--- src/design/fb_bus_pkg.sv ---
package fb_bus_pkg;

  // one word per visible pixel, 8 by 4
  localparam int fb_addr_bits = 5;
  localparam int fb_data_bits = 12;
  localparam int fb_words     = 2 ** fb_addr_bits;

  // line reader prefetch FIFO
  localparam int prefetch_depth      = 4;
  localparam int prefetch_ptr_bits   = $clog2(prefetch_depth);
  localparam int prefetch_count_bits = $clog2(prefetch_depth + 1);

  typedef logic [fb_addr_bits-1:0] fb_addr_t;
  typedef logic [fb_data_bits-1:0] fb_data_t;

  typedef enum logic [1:0] {
    arb_idle,
    arb_read,
    arb_write
  } arb_state_t;

endpackage

--- src/design/video_mode_pkg.sv ---
package video_mode_pkg;

  // horizontal timing, in pixel slots
  localparam int h_visible     = 8;
  localparam int h_front_porch = 2;
  localparam int h_sync_pulse  = 3;
  localparam int h_back_porch  = 3;
  localparam int h_whole_line  = h_visible + h_front_porch + h_sync_pulse + h_back_porch;

  // vertical timing, in lines
  localparam int v_visible     = 4;
  localparam int v_front_porch = 1;
  localparam int v_sync_pulse  = 2;
  localparam int v_back_porch  = 1;
  localparam int v_whole_frame = v_visible + v_front_porch + v_sync_pulse + v_back_porch;

  localparam int h_sync_start = h_visible + h_front_porch;
  localparam int v_sync_start = v_visible + v_front_porch;
  localparam int x_bits       = $clog2(h_whole_line);
  localparam int y_bits       = $clog2(v_whole_frame);

  // 4 bits each of red, green and blue
  typedef logic [11:0] pixel_t;
  typedef logic [x_bits-1:0] pixel_x_t;
  typedef logic [y_bits-1:0] pixel_y_t;

endpackage
--- src/design/vga_fb_top.sv ---
`timescale 1ns/1ps

module vga_fb_top (
  input  logic                   clk,
  input  logic                   reset,
  input  logic                   enable,
  input  logic                   host_we,
  input  fb_bus_pkg::fb_addr_t   host_addr,
  input  fb_bus_pkg::fb_data_t   host_data,
  output logic                   host_busy,
  output logic                   valid,
  output logic                   visible,
  output logic                   hsync,
  output logic                   vsync,
  output video_mode_pkg::pixel_t color,
  output fb_bus_pkg::fb_addr_t   addr
);
  import fb_bus_pkg::*;
  import video_mode_pkg::*;

  // stream to reader
  logic     fifo_valid;
  logic     fifo_pop;
  logic     frame_restart;
  pixel_t   fifo_data;

  // master 0
  logic     rd_cyc;
  logic     rd_stb;
  logic     rd_we;
  logic     rd_ack;
  fb_addr_t rd_adr;
  fb_data_t rd_dat_w;
  fb_data_t rd_dat_r;

  // master 1
  logic     wr_cyc;
  logic     wr_stb;
  logic     wr_we;
  logic     wr_ack;
  fb_addr_t wr_adr;
  fb_data_t wr_dat_w;

  // memory side
  logic     mem_cyc;
  logic     mem_stb;
  logic     mem_we;
  logic     mem_ack;
  fb_addr_t mem_adr;
  fb_data_t mem_dat_w;
  fb_data_t mem_dat_r;

  vga_pixel_stream i_vga_pixel_stream (
    .clk          (clk),
    .reset        (reset),
    .enable       (enable),
    .fifo_valid   (fifo_valid),
    .fifo_data    (fifo_data),
    .fifo_pop     (fifo_pop),
    .frame_restart(frame_restart),
    .valid        (valid),
    .visible      (visible),
    .hsync        (hsync),
    .vsync        (vsync),
    .color        (color),
    .addr         (addr)
  );

  fb_line_reader i_fb_line_reader (
    .clk          (clk),
    .reset        (reset),
    .frame_restart(frame_restart),
    .fifo_pop     (fifo_pop),
    .fifo_valid   (fifo_valid),
    .fifo_data    (fifo_data),
    .rd_cyc       (rd_cyc),
    .rd_stb       (rd_stb),
    .rd_we        (rd_we),
    .rd_adr       (rd_adr),
    .rd_dat_w     (rd_dat_w),
    .rd_dat_r     (rd_dat_r),
    .rd_ack       (rd_ack)
  );

  fb_host_writer i_fb_host_writer (
    .clk      (clk),
    .reset    (reset),
    .host_we  (host_we),
    .host_addr(host_addr),
    .host_data(host_data),
    .host_busy(host_busy),
    .wr_cyc   (wr_cyc),
    .wr_stb   (wr_stb),
    .wr_we    (wr_we),
    .wr_adr   (wr_adr),
    .wr_dat_w (wr_dat_w),
    .wr_ack   (wr_ack)
  );

  // the writer has no use for read data
  fb_bus_arbiter i_fb_bus_arbiter (
    .clk      (clk),
    .reset    (reset),
    .rd_cyc   (rd_cyc),
    .rd_stb   (rd_stb),
    .rd_we    (rd_we),
    .rd_adr   (rd_adr),
    .rd_dat_w (rd_dat_w),
    .rd_dat_r (rd_dat_r),
    .rd_ack   (rd_ack),
    .wr_cyc   (wr_cyc),
    .wr_stb   (wr_stb),
    .wr_we    (wr_we),
    .wr_adr   (wr_adr),
    .wr_dat_w (wr_dat_w),
    .wr_dat_r (),
    .wr_ack   (wr_ack),
    .mem_cyc  (mem_cyc),
    .mem_stb  (mem_stb),
    .mem_we   (mem_we),
    .mem_adr  (mem_adr),
    .mem_dat_w(mem_dat_w),
    .mem_dat_r(mem_dat_r),
    .mem_ack  (mem_ack)
  );

  fb_memory i_fb_memory (
    .clk  (clk),
    .reset(reset),
    .cyc  (mem_cyc),
    .stb  (mem_stb),
    .we   (mem_we),
    .adr  (mem_adr),
    .dat_w(mem_dat_w),
    .dat_r(mem_dat_r),
    .ack  (mem_ack)
  );

endmodule

--- src/design/vga_pixel_stream.sv ---
`timescale 1ns/1ps

module vga_pixel_stream (
  input  logic                   clk,
  input  logic                   reset,
  input  logic                   enable,
  input  logic                   fifo_valid,
  input  video_mode_pkg::pixel_t fifo_data,
  output logic                   fifo_pop,
  output logic                   frame_restart,
  output logic                   valid,
  output logic                   visible,
  output logic                   hsync,
  output logic                   vsync,
  output video_mode_pkg::pixel_t color,
  output fb_bus_pkg::fb_addr_t   addr
);
  import video_mode_pkg::*;
  import fb_bus_pkg::*;

  pixel_x_t x;
  pixel_y_t y;
  logic     x_last;
  logic     y_last;
  logic     slot_visible;
  logic     hsync_slot;
  logic     vsync_slot;
  logic     advance;
  fb_addr_t slot_addr;

  assign x_last       = x == pixel_x_t'(h_whole_line - 1);
  assign y_last       = y == pixel_y_t'(v_whole_frame - 1);
  assign slot_visible = (x < pixel_x_t'(h_visible)) && (y < pixel_y_t'(v_visible));
  assign hsync_slot   = (x >= pixel_x_t'(h_sync_start)) &&
                        (x < pixel_x_t'(h_sync_start + h_sync_pulse));
  assign vsync_slot   = (y >= pixel_y_t'(v_sync_start)) &&
                        (y < pixel_y_t'(v_sync_start + v_sync_pulse));
  assign slot_addr    = fb_addr_t'(y) * fb_addr_t'(h_visible) + fb_addr_t'(x);

  // blank slots never wait on the FIFO
  assign advance  = enable && (!slot_visible || fifo_valid);
  assign fifo_pop = enable && slot_visible && fifo_valid;

  // first slot of vsync, reader starts the next frame from word 0
  assign frame_restart = advance && (x == '0) && (y == pixel_y_t'(v_sync_start));

  always_ff @(posedge clk) begin
    if (reset) begin
      x <= '0;
      y <= '0;
    end else if (advance) begin
      if (x_last) begin
        x <= '0;
        y <= y_last ? '0 : y + 1'b1;
      end else begin
        x <= x + 1'b1;
      end
    end
  end

  always_ff @(posedge clk) begin
    if (reset) begin
      valid <= 1'b0;
      hsync <= 1'b1;
      vsync <= 1'b1;
    end else begin
      valid <= advance;
      if (advance) begin
        // sync is active low
        hsync   <= !hsync_slot;
        vsync   <= !vsync_slot;
        visible <= slot_visible;
        color   <= slot_visible ? fifo_data : '0;
        addr    <= slot_visible ? slot_addr : '0;
      end
    end
  end

endmodule

--- src/design/fb_host_writer.sv ---
`timescale 1ns/1ps

module fb_host_writer (
  input  logic                 clk,
  input  logic                 reset,
  input  logic                 host_we,
  input  fb_bus_pkg::fb_addr_t host_addr,
  input  fb_bus_pkg::fb_data_t host_data,
  output logic                 host_busy,
  output logic                 wr_cyc,
  output logic                 wr_stb,
  output logic                 wr_we,
  output fb_bus_pkg::fb_addr_t wr_adr,
  output fb_bus_pkg::fb_data_t wr_dat_w,
  input  logic                 wr_ack
);
  import fb_bus_pkg::*;

  logic     active;
  logic     accept;
  fb_addr_t req_addr;
  fb_data_t req_data;

  assign accept = host_we && !active;

  always_ff @(posedge clk) begin
    if (reset) begin
      active <= 1'b0;
    end else if (accept) begin
      active <= 1'b1;
    end else if (active && wr_ack) begin
      active <= 1'b0;
    end
  end

  // request stays stable until ack
  always_ff @(posedge clk) begin
    if (accept) begin
      req_addr <= host_addr;
      req_data <= host_data;
    end
  end

  assign host_busy = active;
  assign wr_cyc    = active;
  assign wr_stb    = active;
  assign wr_we     = active;
  assign wr_adr    = req_addr;
  assign wr_dat_w  = req_data;

endmodule

--- src/design/fb_line_reader.sv ---
`timescale 1ns/1ps

module fb_line_reader (
  input  logic                   clk,
  input  logic                   reset,
  input  logic                   frame_restart,
  input  logic                   fifo_pop,
  output logic                   fifo_valid,
  output video_mode_pkg::pixel_t fifo_data,
  output logic                   rd_cyc,
  output logic                   rd_stb,
  output logic                   rd_we,
  output fb_bus_pkg::fb_addr_t   rd_adr,
  output fb_bus_pkg::fb_data_t   rd_dat_w,
  input  fb_bus_pkg::fb_data_t   rd_dat_r,
  input  logic                   rd_ack
);
  import fb_bus_pkg::*;
  import video_mode_pkg::*;

  fb_data_t                       fifo_mem [prefetch_depth];
  logic [prefetch_ptr_bits-1:0]   wr_ptr;
  logic [prefetch_ptr_bits-1:0]   rd_ptr;
  logic [prefetch_count_bits-1:0] fifo_count;
  // a classic bus allows one read in flight
  logic [prefetch_count_bits-1:0] in_flight;
  fb_addr_t                       fetch_addr;
  // answer of a read that was pending at restart gets dropped
  logic                           discard;
  logic                           has_room;
  logic                           start;
  logic                           push;
  logic                           pop;

  assign in_flight = prefetch_count_bits'(rd_cyc);
  assign has_room  = (fifo_count + in_flight) < prefetch_count_bits'(prefetch_depth);
  assign start     = !rd_cyc && !frame_restart && has_room;
  assign push      = rd_cyc && rd_ack && !discard && !frame_restart;
  assign pop       = fifo_pop && fifo_valid;

  assign fifo_valid = fifo_count != '0;
  assign fifo_data  = pixel_t'(fifo_mem[rd_ptr]);
  assign rd_stb     = rd_cyc;
  assign rd_we      = 1'b0;
  assign rd_dat_w   = '0;

  always_ff @(posedge clk) begin
    if (reset) begin
      rd_cyc     <= 1'b0;
      discard    <= 1'b0;
      fetch_addr <= '0;
      wr_ptr     <= '0;
      rd_ptr     <= '0;
      fifo_count <= '0;
    end else begin
      if (rd_cyc && rd_ack) begin
        rd_cyc  <= 1'b0;
        discard <= 1'b0;
      end else if (start) begin
        rd_cyc     <= 1'b1;
        rd_adr     <= fetch_addr;
        // raster order, wraps at the end of the framebuffer
        fetch_addr <= fetch_addr + 1'b1;
      end

      if (frame_restart) begin
        fetch_addr <= '0;
        wr_ptr     <= '0;
        rd_ptr     <= '0;
        fifo_count <= '0;
        if (rd_cyc && !rd_ack) begin
          discard <= 1'b1;
        end
      end else begin
        if (push) begin
          wr_ptr <= wr_ptr + 1'b1;
        end
        if (pop) begin
          rd_ptr <= rd_ptr + 1'b1;
        end
        fifo_count <= fifo_count + prefetch_count_bits'(push) - prefetch_count_bits'(pop);
      end
    end
  end

  always_ff @(posedge clk) begin
    if (push) begin
      fifo_mem[wr_ptr] <= rd_dat_r;
    end
  end

endmodule

--- src/design/fb_bus_arbiter.sv ---
`timescale 1ns/1ps

module fb_bus_arbiter (
  input  logic                 clk,
  input  logic                 reset,
  // master 0, line reader
  input  logic                 rd_cyc,
  input  logic                 rd_stb,
  input  logic                 rd_we,
  input  fb_bus_pkg::fb_addr_t rd_adr,
  input  fb_bus_pkg::fb_data_t rd_dat_w,
  output fb_bus_pkg::fb_data_t rd_dat_r,
  output logic                 rd_ack,
  // master 1, host writer
  input  logic                 wr_cyc,
  input  logic                 wr_stb,
  input  logic                 wr_we,
  input  fb_bus_pkg::fb_addr_t wr_adr,
  input  fb_bus_pkg::fb_data_t wr_dat_w,
  output fb_bus_pkg::fb_data_t wr_dat_r,
  output logic                 wr_ack,
  // memory slave
  output logic                 mem_cyc,
  output logic                 mem_stb,
  output logic                 mem_we,
  output fb_bus_pkg::fb_addr_t mem_adr,
  output fb_bus_pkg::fb_data_t mem_dat_w,
  input  fb_bus_pkg::fb_data_t mem_dat_r,
  input  logic                 mem_ack
);
  import fb_bus_pkg::*;

  arb_state_t state;
  // writer wins the next tie
  logic       write_first;

  always_ff @(posedge clk) begin
    if (reset) begin
      state       <= arb_idle;
      write_first <= 1'b0;
    end else begin
      case (state)
        arb_idle: begin
          if (wr_cyc && (write_first || !rd_cyc)) begin
            state       <= arb_write;
            write_first <= 1'b0;
          end else if (rd_cyc) begin
            state       <= arb_read;
            write_first <= 1'b1;
          end
        end
        // grant holds for the whole bus cycle
        arb_read: begin
          if (!rd_cyc) begin
            state <= arb_idle;
          end
        end
        arb_write: begin
          if (!wr_cyc) begin
            state <= arb_idle;
          end
        end
        default: state <= arb_idle;
      endcase
    end
  end

  always_comb begin
    mem_cyc   = 1'b0;
    mem_stb   = 1'b0;
    mem_we    = rd_we;
    mem_adr   = rd_adr;
    mem_dat_w = rd_dat_w;
    if (state == arb_read) begin
      mem_cyc = rd_cyc;
      mem_stb = rd_stb;
    end else if (state == arb_write) begin
      mem_cyc   = wr_cyc;
      mem_stb   = wr_stb;
      mem_we    = wr_we;
      mem_adr   = wr_adr;
      mem_dat_w = wr_dat_w;
    end
  end

  // only the granted master sees ack
  assign rd_ack   = (state == arb_read) && mem_ack;
  assign wr_ack   = (state == arb_write) && mem_ack;
  assign rd_dat_r = mem_dat_r;
  assign wr_dat_r = mem_dat_r;

endmodule

--- src/design/fb_memory.sv ---
`timescale 1ns/1ps

module fb_memory (
  input  logic                 clk,
  input  logic                 reset,
  input  logic                 cyc,
  input  logic                 stb,
  input  logic                 we,
  input  fb_bus_pkg::fb_addr_t adr,
  input  fb_bus_pkg::fb_data_t dat_w,
  output fb_bus_pkg::fb_data_t dat_r,
  output logic                 ack
);
  import fb_bus_pkg::*;

  fb_data_t mem [fb_words];
  logic     request;

  // a strobe that has not been answered yet
  assign request = cyc && stb && !ack;

  always_ff @(posedge clk) begin
    if (reset) begin
      ack <= 1'b0;
      for (int i = 0; i < fb_words; i++) begin
        mem[i] <= '0;
      end
    end else begin
      ack <= request;
      if (request) begin
        if (we) begin
          mem[adr] <= dat_w;
        end
        // read data lines up with ack
        dat_r <= mem[adr];
      end
    end
  end

endmodule

--- config.mk ---
export PLATFORM = sky130hd
export DESIGN_NAME = vga_fb_top
export DESIGN_NICKNAME = d
export VERILOG_FILES = /design/src/design/fb_bus_pkg.sv /design/src/design/video_mode_pkg.sv /design/src/design/vga_fb_top.sv /design/src/design/vga_pixel_stream.sv /design/src/design/fb_host_writer.sv /design/src/design/fb_line_reader.sv /design/src/design/fb_bus_arbiter.sv /design/src/design/fb_memory.sv
export SDC_FILE = /design/constraint.sdc
export NUM_CORES = 1
export LEC_CHECK = 0
export BUFFER_PORTS_ARGS = -buffer_cell sky130_fd_sc_hd__buf_4
export CAP_MARGIN = 15
export CORE_UTILIZATION = 60
export CTS_CLUSTER_SIZE = 12
export DETAILED_ROUTE_END_ITERATION = 10
export PLACE_DENSITY = 0.79
export SLEW_MARGIN = 20
export SYNTH_ARGS = -nofsm -noshare
export SYNTH_HDL_FRONTEND = slang
export SYNTH_SLANG_ARGS = --single-unit
--- constraint.sdc ---
create_clock -name clk -period 6.1 [get_ports clk]
set_input_delay 1.22 -clock clk [delete_from_list [all_inputs] [get_ports clk]]
set_output_delay 1.22 -clock clk [all_outputs]
set_load 0.05 [all_outputs]
==> impl_metrics.env, run 1 <==
export IMPL_rows=68
export IMPL_r2r_cells=8
export IMPL_ys_seq_area_share_pct=71.5
export IMPL_synth_top_area_share_pct=68.8
export IMPL_cp_required_ps=6400
export IMPL_n_fill_cell=2313
export IMPL_start_util_pct=61.0
export IMPL_dp_hpwl_mm=32.4
export IMPL_slew_headroom_pct=25.8
export IMPL_vdd_ir_drop_max_v=0.000305
export IMPL_overflow=0
export IMPL_root_buffer="clkbuf_16"
export IMPL_yosys_register_bits=513
export IMPL_wl_per_cell_um=26.0
export IMPL_syn_inst=1572
export IMPL_maxSlewViolCount=0
export IMPL_grt_max_degree=98
export IMPL_synth_common_cells="edfxtp_1 (484), nor2_1 (419), a22o_1 (96), clkbuf_1 (95), a221oi_1 (93)"
export IMPL_crit_family="simple AND/OR/NAND/NOR gates"
export IMPL_power_density_nw_per_um2=357
export IMPL_nNetsFinal=1579
export IMPL_end_kind="flop"
export IMPL_antenna_found_initial=1
export IMPL_start_kind="flop"
export IMPL_crit_chain="and2b_2 > o31ai_4 > buf_4 > buf_4 > a22o_1 > a221oi_1 > o22ai_1 > or4_1"
export IMPL_tns_ps=0
export IMPL_pwr_share_clk_pct=34.7
export IMPL_drt_iter0_drc=2154
export IMPL_max_stage_delay_ps=620
export IMPL_routabilityCongestion=0.924
export IMPL_area_growth_pct=9.15
export IMPL_status="completed"
export IMPL_hold_viol_final=0
export IMPL_first_pass_iters=6
export IMPL_hold_class="flop to flop"
export IMPL_cts_tree="done"
export IMPL_cts_hold_buf=0
export IMPL_regArea_um2=15100
export IMPL_finClkSkew_ps=30.6
export IMPL_fin_crit_sh_pct=60.4
export IMPL_rr_endpoint="i_fb_memory.dat_r[4]"
export IMPL_grt_pass1_vias=12800
export IMPL_drc_errors=0
export IMPL_crit_fanout=50
export IMPL_clock_sinks=513
export IMPL_clock_path_buffers=3
export IMPL_n_antenna_cell=0
export IMPL_crit_end="i_fb_memory.dat_r[4]"
export IMPL_synth_async_reset_ratio_pct=0
export IMPL_p_seq_share_pct=50.5
export IMPL_die_w_um=190
export IMPL_p_int_mw=6.02
export IMPL_path_clk_slew_ps=60
export IMPL_final_antenna_net_count=0
export IMPL_dieArea_um2=36000
export IMPL_core_area_um2=34600
export IMPL_ys_flop_type="edfxtp_1"
export IMPL_grt_pass1_wl_mm=78.0
export IMPL_ys_warn_count=0
export IMPL_synth_area_um2=21100
export IMPL_drv_cap=0
export IMPL_cts_buffers_inserted=52
export IMPL_clock_latency_ps=590
export IMPL_fin_crit_ps=3690
export IMPL_cp_slowest_cell="and2b_2"
export IMPL_path_buf_inv=2
export IMPL_synth_area_top_cells="edfxtp_1 (69%), nor2_1 (7.4%), a22o_1 (4.0%)"
export IMPL_die_h_um=190
export IMPL_vias=13800
export IMPL_port_buffers=42
export IMPL_ios=43
export IMPL_tightest_slew_ps=1110
export IMPL_synth_area_per_cell_um2=13.4
export IMPL_synthMostInstantiatedCell="edfxtp_1"
export IMPL_rsz0062_at_grt="no"
export IMPL_ys_types=52
export IMPL_r2r_start="i_fb_bus_arbiter.state[1]"
export IMPL_p_sw_share_pct=26.8
export IMPL_synth_nets=1609
export IMPL_cts_max_level=2
export IMPL_drive_gt1_share_pct=9.78
export IMPL_cp_depth=8
export IMPL_max_freq_mhz=271
export IMPL_netlist_top_cell_by_area="edfxtp_1"
export IMPL_setup_violations=0
export IMPL_path_common_cell="buf_4"
export IMPL_grt_util_all_layers_pct=29.6
export IMPL_p_leak_nw=7.55
export IMPL_postCtsSetupBuffers=0
export IMPL_cts_resized=0
export IMPL_fin_util_pct=66.6
export IMPL_viasPerCell=6.79
export IMPL_routed_wl_mm=52.8
export IMPL_multiInputGateArea_um2=5420
export IMPL_synth_edf_count=484
export IMPL_crit_type="flop to flop"
export IMPL_worstSetupStartpoint="i_fb_bus_arbiter.state[1]"
export IMPL_reg2reg_slack_ps=2410
export IMPL_power_frac_comb_pct=14.8
export IMPL_switchingPower_mw=2.21
export IMPL_arrival_ps=3990
export IMPL_holdWs_ps=467
worst min path at each step:
stage,from,to,slack (ps),cells past startpoint
after detailed placement,i_vga_pixel_stream.vsync,i_vga_pixel_stream.vsync,460,1
after CTS,i_vga_pixel_stream.vsync,i_vga_pixel_stream.vsync,470,1
after global routing,i_vga_pixel_stream.vsync,i_vga_pixel_stream.vsync,500,1
final,i_vga_pixel_stream.vsync,i_vga_pixel_stream.vsync,470,1
after floorplan,i_fb_line_reader.fetch_addr[4],i_fb_line_reader.rd_adr[4],430,0
after global placement,i_vga_pixel_stream.vsync,i_vga_pixel_stream.vsync,450,1
metal layers:
layer,global-route usage (%),up-vias,wire [um]
li1,-,5795,-
met1,41.1,6652,19100
met2,44.8,1129,23900
met3,6.25,196,7050
met4,15.1,2,2770
met5,0,-,12
cell type report:
type,count,share of cell area [%]
clock buffer,71,5.99
multi-input combinational,905,23.5
timing repair buffer,54,1.81
clock inverter,15,0.461
sequential,513,65.5
tap,455,2.47
inverter,16,0.260
state kept, by name (all words and copies together) (netlist names), named ones only:
register and flops:
i_fb_bus_arbiter.state 2, i_fb_bus_arbiter.write_first 1, i_fb_host_writer.host_busy 1, i_fb_host_writer.wr_adr 5
i_fb_host_writer.wr_dat_w 12, i_fb_line_reader.fetch_addr 5, i_fb_line_reader.fifo_count 3, i_fb_line_reader.fifo_mem 48
i_fb_line_reader.rd_adr 5, i_fb_line_reader.rd_cyc 1, i_fb_line_reader.rd_ptr 2, i_fb_line_reader.wr_ptr 2
i_fb_memory.ack 1, i_fb_memory.dat_r 12, i_fb_memory.mem 384, i_vga_pixel_stream.addr 5
i_vga_pixel_stream.color 12, i_vga_pixel_stream.hsync 1, i_vga_pixel_stream.valid 1, i_vga_pixel_stream.visible 1
i_vga_pixel_stream.vsync 1, i_vga_pixel_stream.x 4, i_vga_pixel_stream.y 3
power by group through the flow:
stage | Combinational, mW | Clock, mW | Sequential (mW)
final | 1.22 | 2.86 | 4.15
after floorplan | 0.803 | 0 | 4.23
after global placement | 1.16 | 0 | 4.22
after global routing | 1.28 | 3.00 | 4.17
after CTS | 1.19 | 2.86 | 4.15
after detailed placement | 1.18 | 0 | 4.22
per-stage QoR:
step | total power, mW | setup WS (ps) | cell area (um2) | std cells
2_1_floorplan | 5.03 | 3210 | 21100 | 1572
3_3_place_gp | 5.38 | 2380 | 21600 | 1943
3_5_place_dp | 5.40 | 2260 | 21600 | 1943
4_1_cts | 8.20 | 2250 | 23100 | 2029
5_1_grt | 8.44 | 2350 | 23100 | 2029
6_report | 8.23 | 2410 | 23100 | 2029
cells in the final DEF (no fill, tap or decap), drive strengths merged, types with 2 or more instances in the layout:
| cell type | count |
|---|---|
| edfxtp | 484 |
| xnor2 | 8 |
| nand4 | 3 |
| a31oi | 3 |
| or2 | 3 |
| and2 | 18 |
| or3 | 3 |
| o21ai | 7 |
| nor3b | 3 |
| o22ai | 48 |
| a22o | 96 |
| a31o | 3 |
| clkinv | 15 |
| dfxtp | 29 |
| inv | 16 |
| mux2i | 4 |
| mux4 | 12 |
| nand2b | 35 |
| clkbuf | 71 |
| a311oi | 3 |
| xor2 | 4 |
| a21oi | 9 |
| ha | 15 |
| o31ai | 2 |
| a221oi | 96 |
| buf | 54 |
| nor3 | 10 |
| a211o | 2 |
| nand2 | 63 |
| nor2 | 419 |
| nand3 | 4 |
| or4 | 12 |
| nor2b | 7 |
cells by family after synthesis:
group | count (synthesis) | synth area share (%)
xor+xnor | 12 | 0.497
fa+ha+maj | 16 | 0.983
compound gates | 272 | 10.5
flops | 513 | 71.5
simple gates | 589 | 11.8
mux | 16 | 1.47
buf+inv | 154 | 3.20
Note: power is estimated with default switching activity, not from simulation.
==> inputs of run 2 (changes only) <==
==> constraint.sdc (replaced) <==
create_clock -name clk -period 3.85 [get_ports clk]
set_input_delay 0.77 -clock clk [delete_from_list [all_inputs] [get_ports clk]]
set_output_delay 0.77 -clock clk [all_outputs]
set_load 0.05 [all_outputs]
==> run 2 against run 1 <==
Total power rose by 58%. Routed wire length fell by 2.4%. Worst setup slack got worse by 1900 ps. Critical path depth fell by 2. Sequential share of layout area fell by 0.85 points. Sequential cell count did not move. Core utilization rose by 0.88 points. Final cell count rose by 2.3%. Register-to-register slack got worse by 1900 ps. Critical path type unchanged. Highest routed layer is now met4.
==> impl_metrics.env, run 2 (same netlist as run 1, synthesis figures left out) <==
export IMPL_die_h_um=190
export IMPL_rsz0062_at_grt="no"
export IMPL_core_area_um2=34600
export IMPL_hold_class="primary input to flop"
export IMPL_clock_latency_ps=600
export IMPL_hold_depth=1
export IMPL_placedCellCount=1992
export IMPL_p_leak_nw=7.73
export IMPL_cp_required_ps=4070
export IMPL_tightest_slew_ps=1090
export IMPL_overflow=0
export IMPL_routabilityCongestion=0.972
export IMPL_tns_ps=0
export IMPL_cp_depth=6
export IMPL_grt_pass1_vias=13200
export IMPL_largest_reg_flops=384
export IMPL_power_density_nw_per_um2=556
export IMPL_rows=68
export IMPL_postCtsSetupBuffers=0
export IMPL_start_kind="flop"
export IMPL_cts_buffers_inserted=51
export IMPL_root_buffer="clkbuf_16"
export IMPL_grt_max_degree=62
export IMPL_die_w_um=190
export IMPL_drv_cap=0
export IMPL_cts_tree="done"
export IMPL_cts_resized=0
export IMPL_grt_pass1_wl_mm=78.1
export IMPL_path_buf_inv=1
export IMPL_final_cell_mix="edfxtp_1 (484), nor2_1 (419), buf_4 (101)"
export IMPL_top_register="i_fb_memory.mem"
export IMPL_crit_fanout=16
export IMPL_dieArea_um2=36000
export IMPL_end_kind="flop"
export IMPL_start_util_pct=61.0
export IMPL_final_cells=2075
export IMPL_grt_util_all_layers_pct=29.3
export IMPL_area_growth_pct=10.6
export IMPL_crit_chain="and2b_1 > o31ai_4 > nor2b_1 > buf_4 > nand2_1 > nand2b_1"
export IMPL_antenna_found_initial=0
export IMPL_finClkSkew_ps=21.3
export IMPL_rr_endpoint="i_fb_memory.mem[14][10]"
export IMPL_clock_path_buffers=3
export IMPL_drive_gt1_share_pct=11.5
export IMPL_regArea_um2=15100
export IMPL_multiInputGateArea_um2=5380
export IMPL_setup_violations=0
export IMPL_fin_crit_sh_pct=87.4
export IMPL_r2r_cells=6
export IMPL_clock_sinks=513
export IMPL_max_stage_delay_ps=800
export IMPL_drc_errors=0
export IMPL_reg2reg_slack_ps=490
export IMPL_vdd_ir_drop_max_v=0.000583
export IMPL_final_antenna_net_count=0
export IMPL_first_pass_iters=6
export IMPL_status="completed"
export IMPL_cts_hold_buf=0
export IMPL_cp_slowest_cell="o31ai_4"
export IMPL_nNetsFinal=1627
export IMPL_ios=43
export IMPL_crit_family="simple AND/OR/NAND/NOR gates"
export IMPL_r2r_start="i_fb_bus_arbiter.state[0]"
export IMPL_reg_top3="i_fb_memory.mem x384, i_fb_line_reader.fifo_mem x48"
export IMPL_port_buffers=42
export IMPL_drt_iter0_drc=1789
export IMPL_hold_viol_final=0
export IMPL_layout_commonest_cell="edfxtp_1"
export IMPL_wl_per_cell_um=24.8
export IMPL_dp_hpwl_mm=32.4
export IMPL_worstHoldStart="host_data[1]"
export IMPL_max_freq_mhz=297
export IMPL_routed_wl_mm=51.5
export IMPL_path_clk_slew_ps=60
export IMPL_holdPathEnd="i_fb_host_writer.wr_dat_w[1]"
export IMPL_vias=13700
export IMPL_cts_max_level=2
export IMPL_holdWs_ps=355
export IMPL_viasPerCell=6.59
export IMPL_fin_crit_ps=3360
export IMPL_n_antenna_cell=0
export IMPL_maxSlewViolCount=0
export IMPL_n_fill_cell=2331
export IMPL_crit_type="flop to flop"
export IMPL_slew_headroom_pct=27.1
export IMPL_arrival_ps=3580
[run 2: cell types whose count changed in the layout (fill, tap and decap cells not counted)]
cell,delta
clkinv_8,-2
buf_12,+1
and2b_1,+1
clkinv_2,-1
buf_4,+48
nand2_1,+12
clkbuf_1,+4
clkinv_1,-4
clkbuf_8,-1
nand2_2,-12
clkinvlp_4,+2
clkinv_4,-2
inv_6,+1
and2b_2,-1
[run 2: worst max path at each step]
stage | startpoint | endpoint | slack [ps]
2_1_floorplan | i_fb_bus_arbiter.state[0] | i_fb_memory.mem[12][0] | 1360
4_1_cts | i_fb_bus_arbiter.state[0] | i_fb_memory.mem[2][1] | 530
3_5_place_dp | i_fb_bus_arbiter.state[0] | i_fb_memory.mem[14][5] | 550
3_3_place_gp | i_fb_bus_arbiter.state[0] | i_fb_memory.mem[14][7] | 670
5_1_grt | i_fb_bus_arbiter.state[0] | i_fb_memory.mem[2][1] | 340
6_report | i_fb_bus_arbiter.state[0] | i_fb_memory.mem[14][10] | 490
[run 2: layout make-up]
cell class | count | area share [%]
multi-input cells | 905 | 23.0
clock buffers | 74 | 5.92
repair buffers | 103 | 3.42
inverters | 16 | 0.257
clock inverters | 9 | 0.257
flip-flops and latches | 513 | 64.7
well taps | 455 | 2.44
[run 2: where the power goes]
part / internal [mW] / switching, mW
registers: 6.38 / 0.181
logic: 0.707 / 1.28
clock network: 2.47 / 1.97
total: 9.56 / 3.43
[run 2: per-layer routing]
| layer | track usage, % | part of all wire, % | up-vias |
|---|---|---|---|
| met3 | 6.73 | 13 | 143 |
| li1 | - | - | 5899 |
| met1 | 39.7 | 36 | 6651 |
| met2 | 46.1 | 47 | 985 |
| met5 | 0 | 0 | - |
| met4 | 12.3 | 4.3 | 0 |
[run 2: per-stage QoR]
stage / util (%) / power (mW) / instance area, um2 / setup WS, ps
global placement: 63.3 / 8.57 / 21900 / 669
finish: 67.5 / 13.0 / 23400 / 487
detailed placement: 63.3 / 8.62 / 21900 / 546
CTS: 67.5 / 13.0 / 23400 / 533
global route: 67.5 / 13.4 / 23400 / 336
floorplan: - / 7.97 / 21100 / 1360
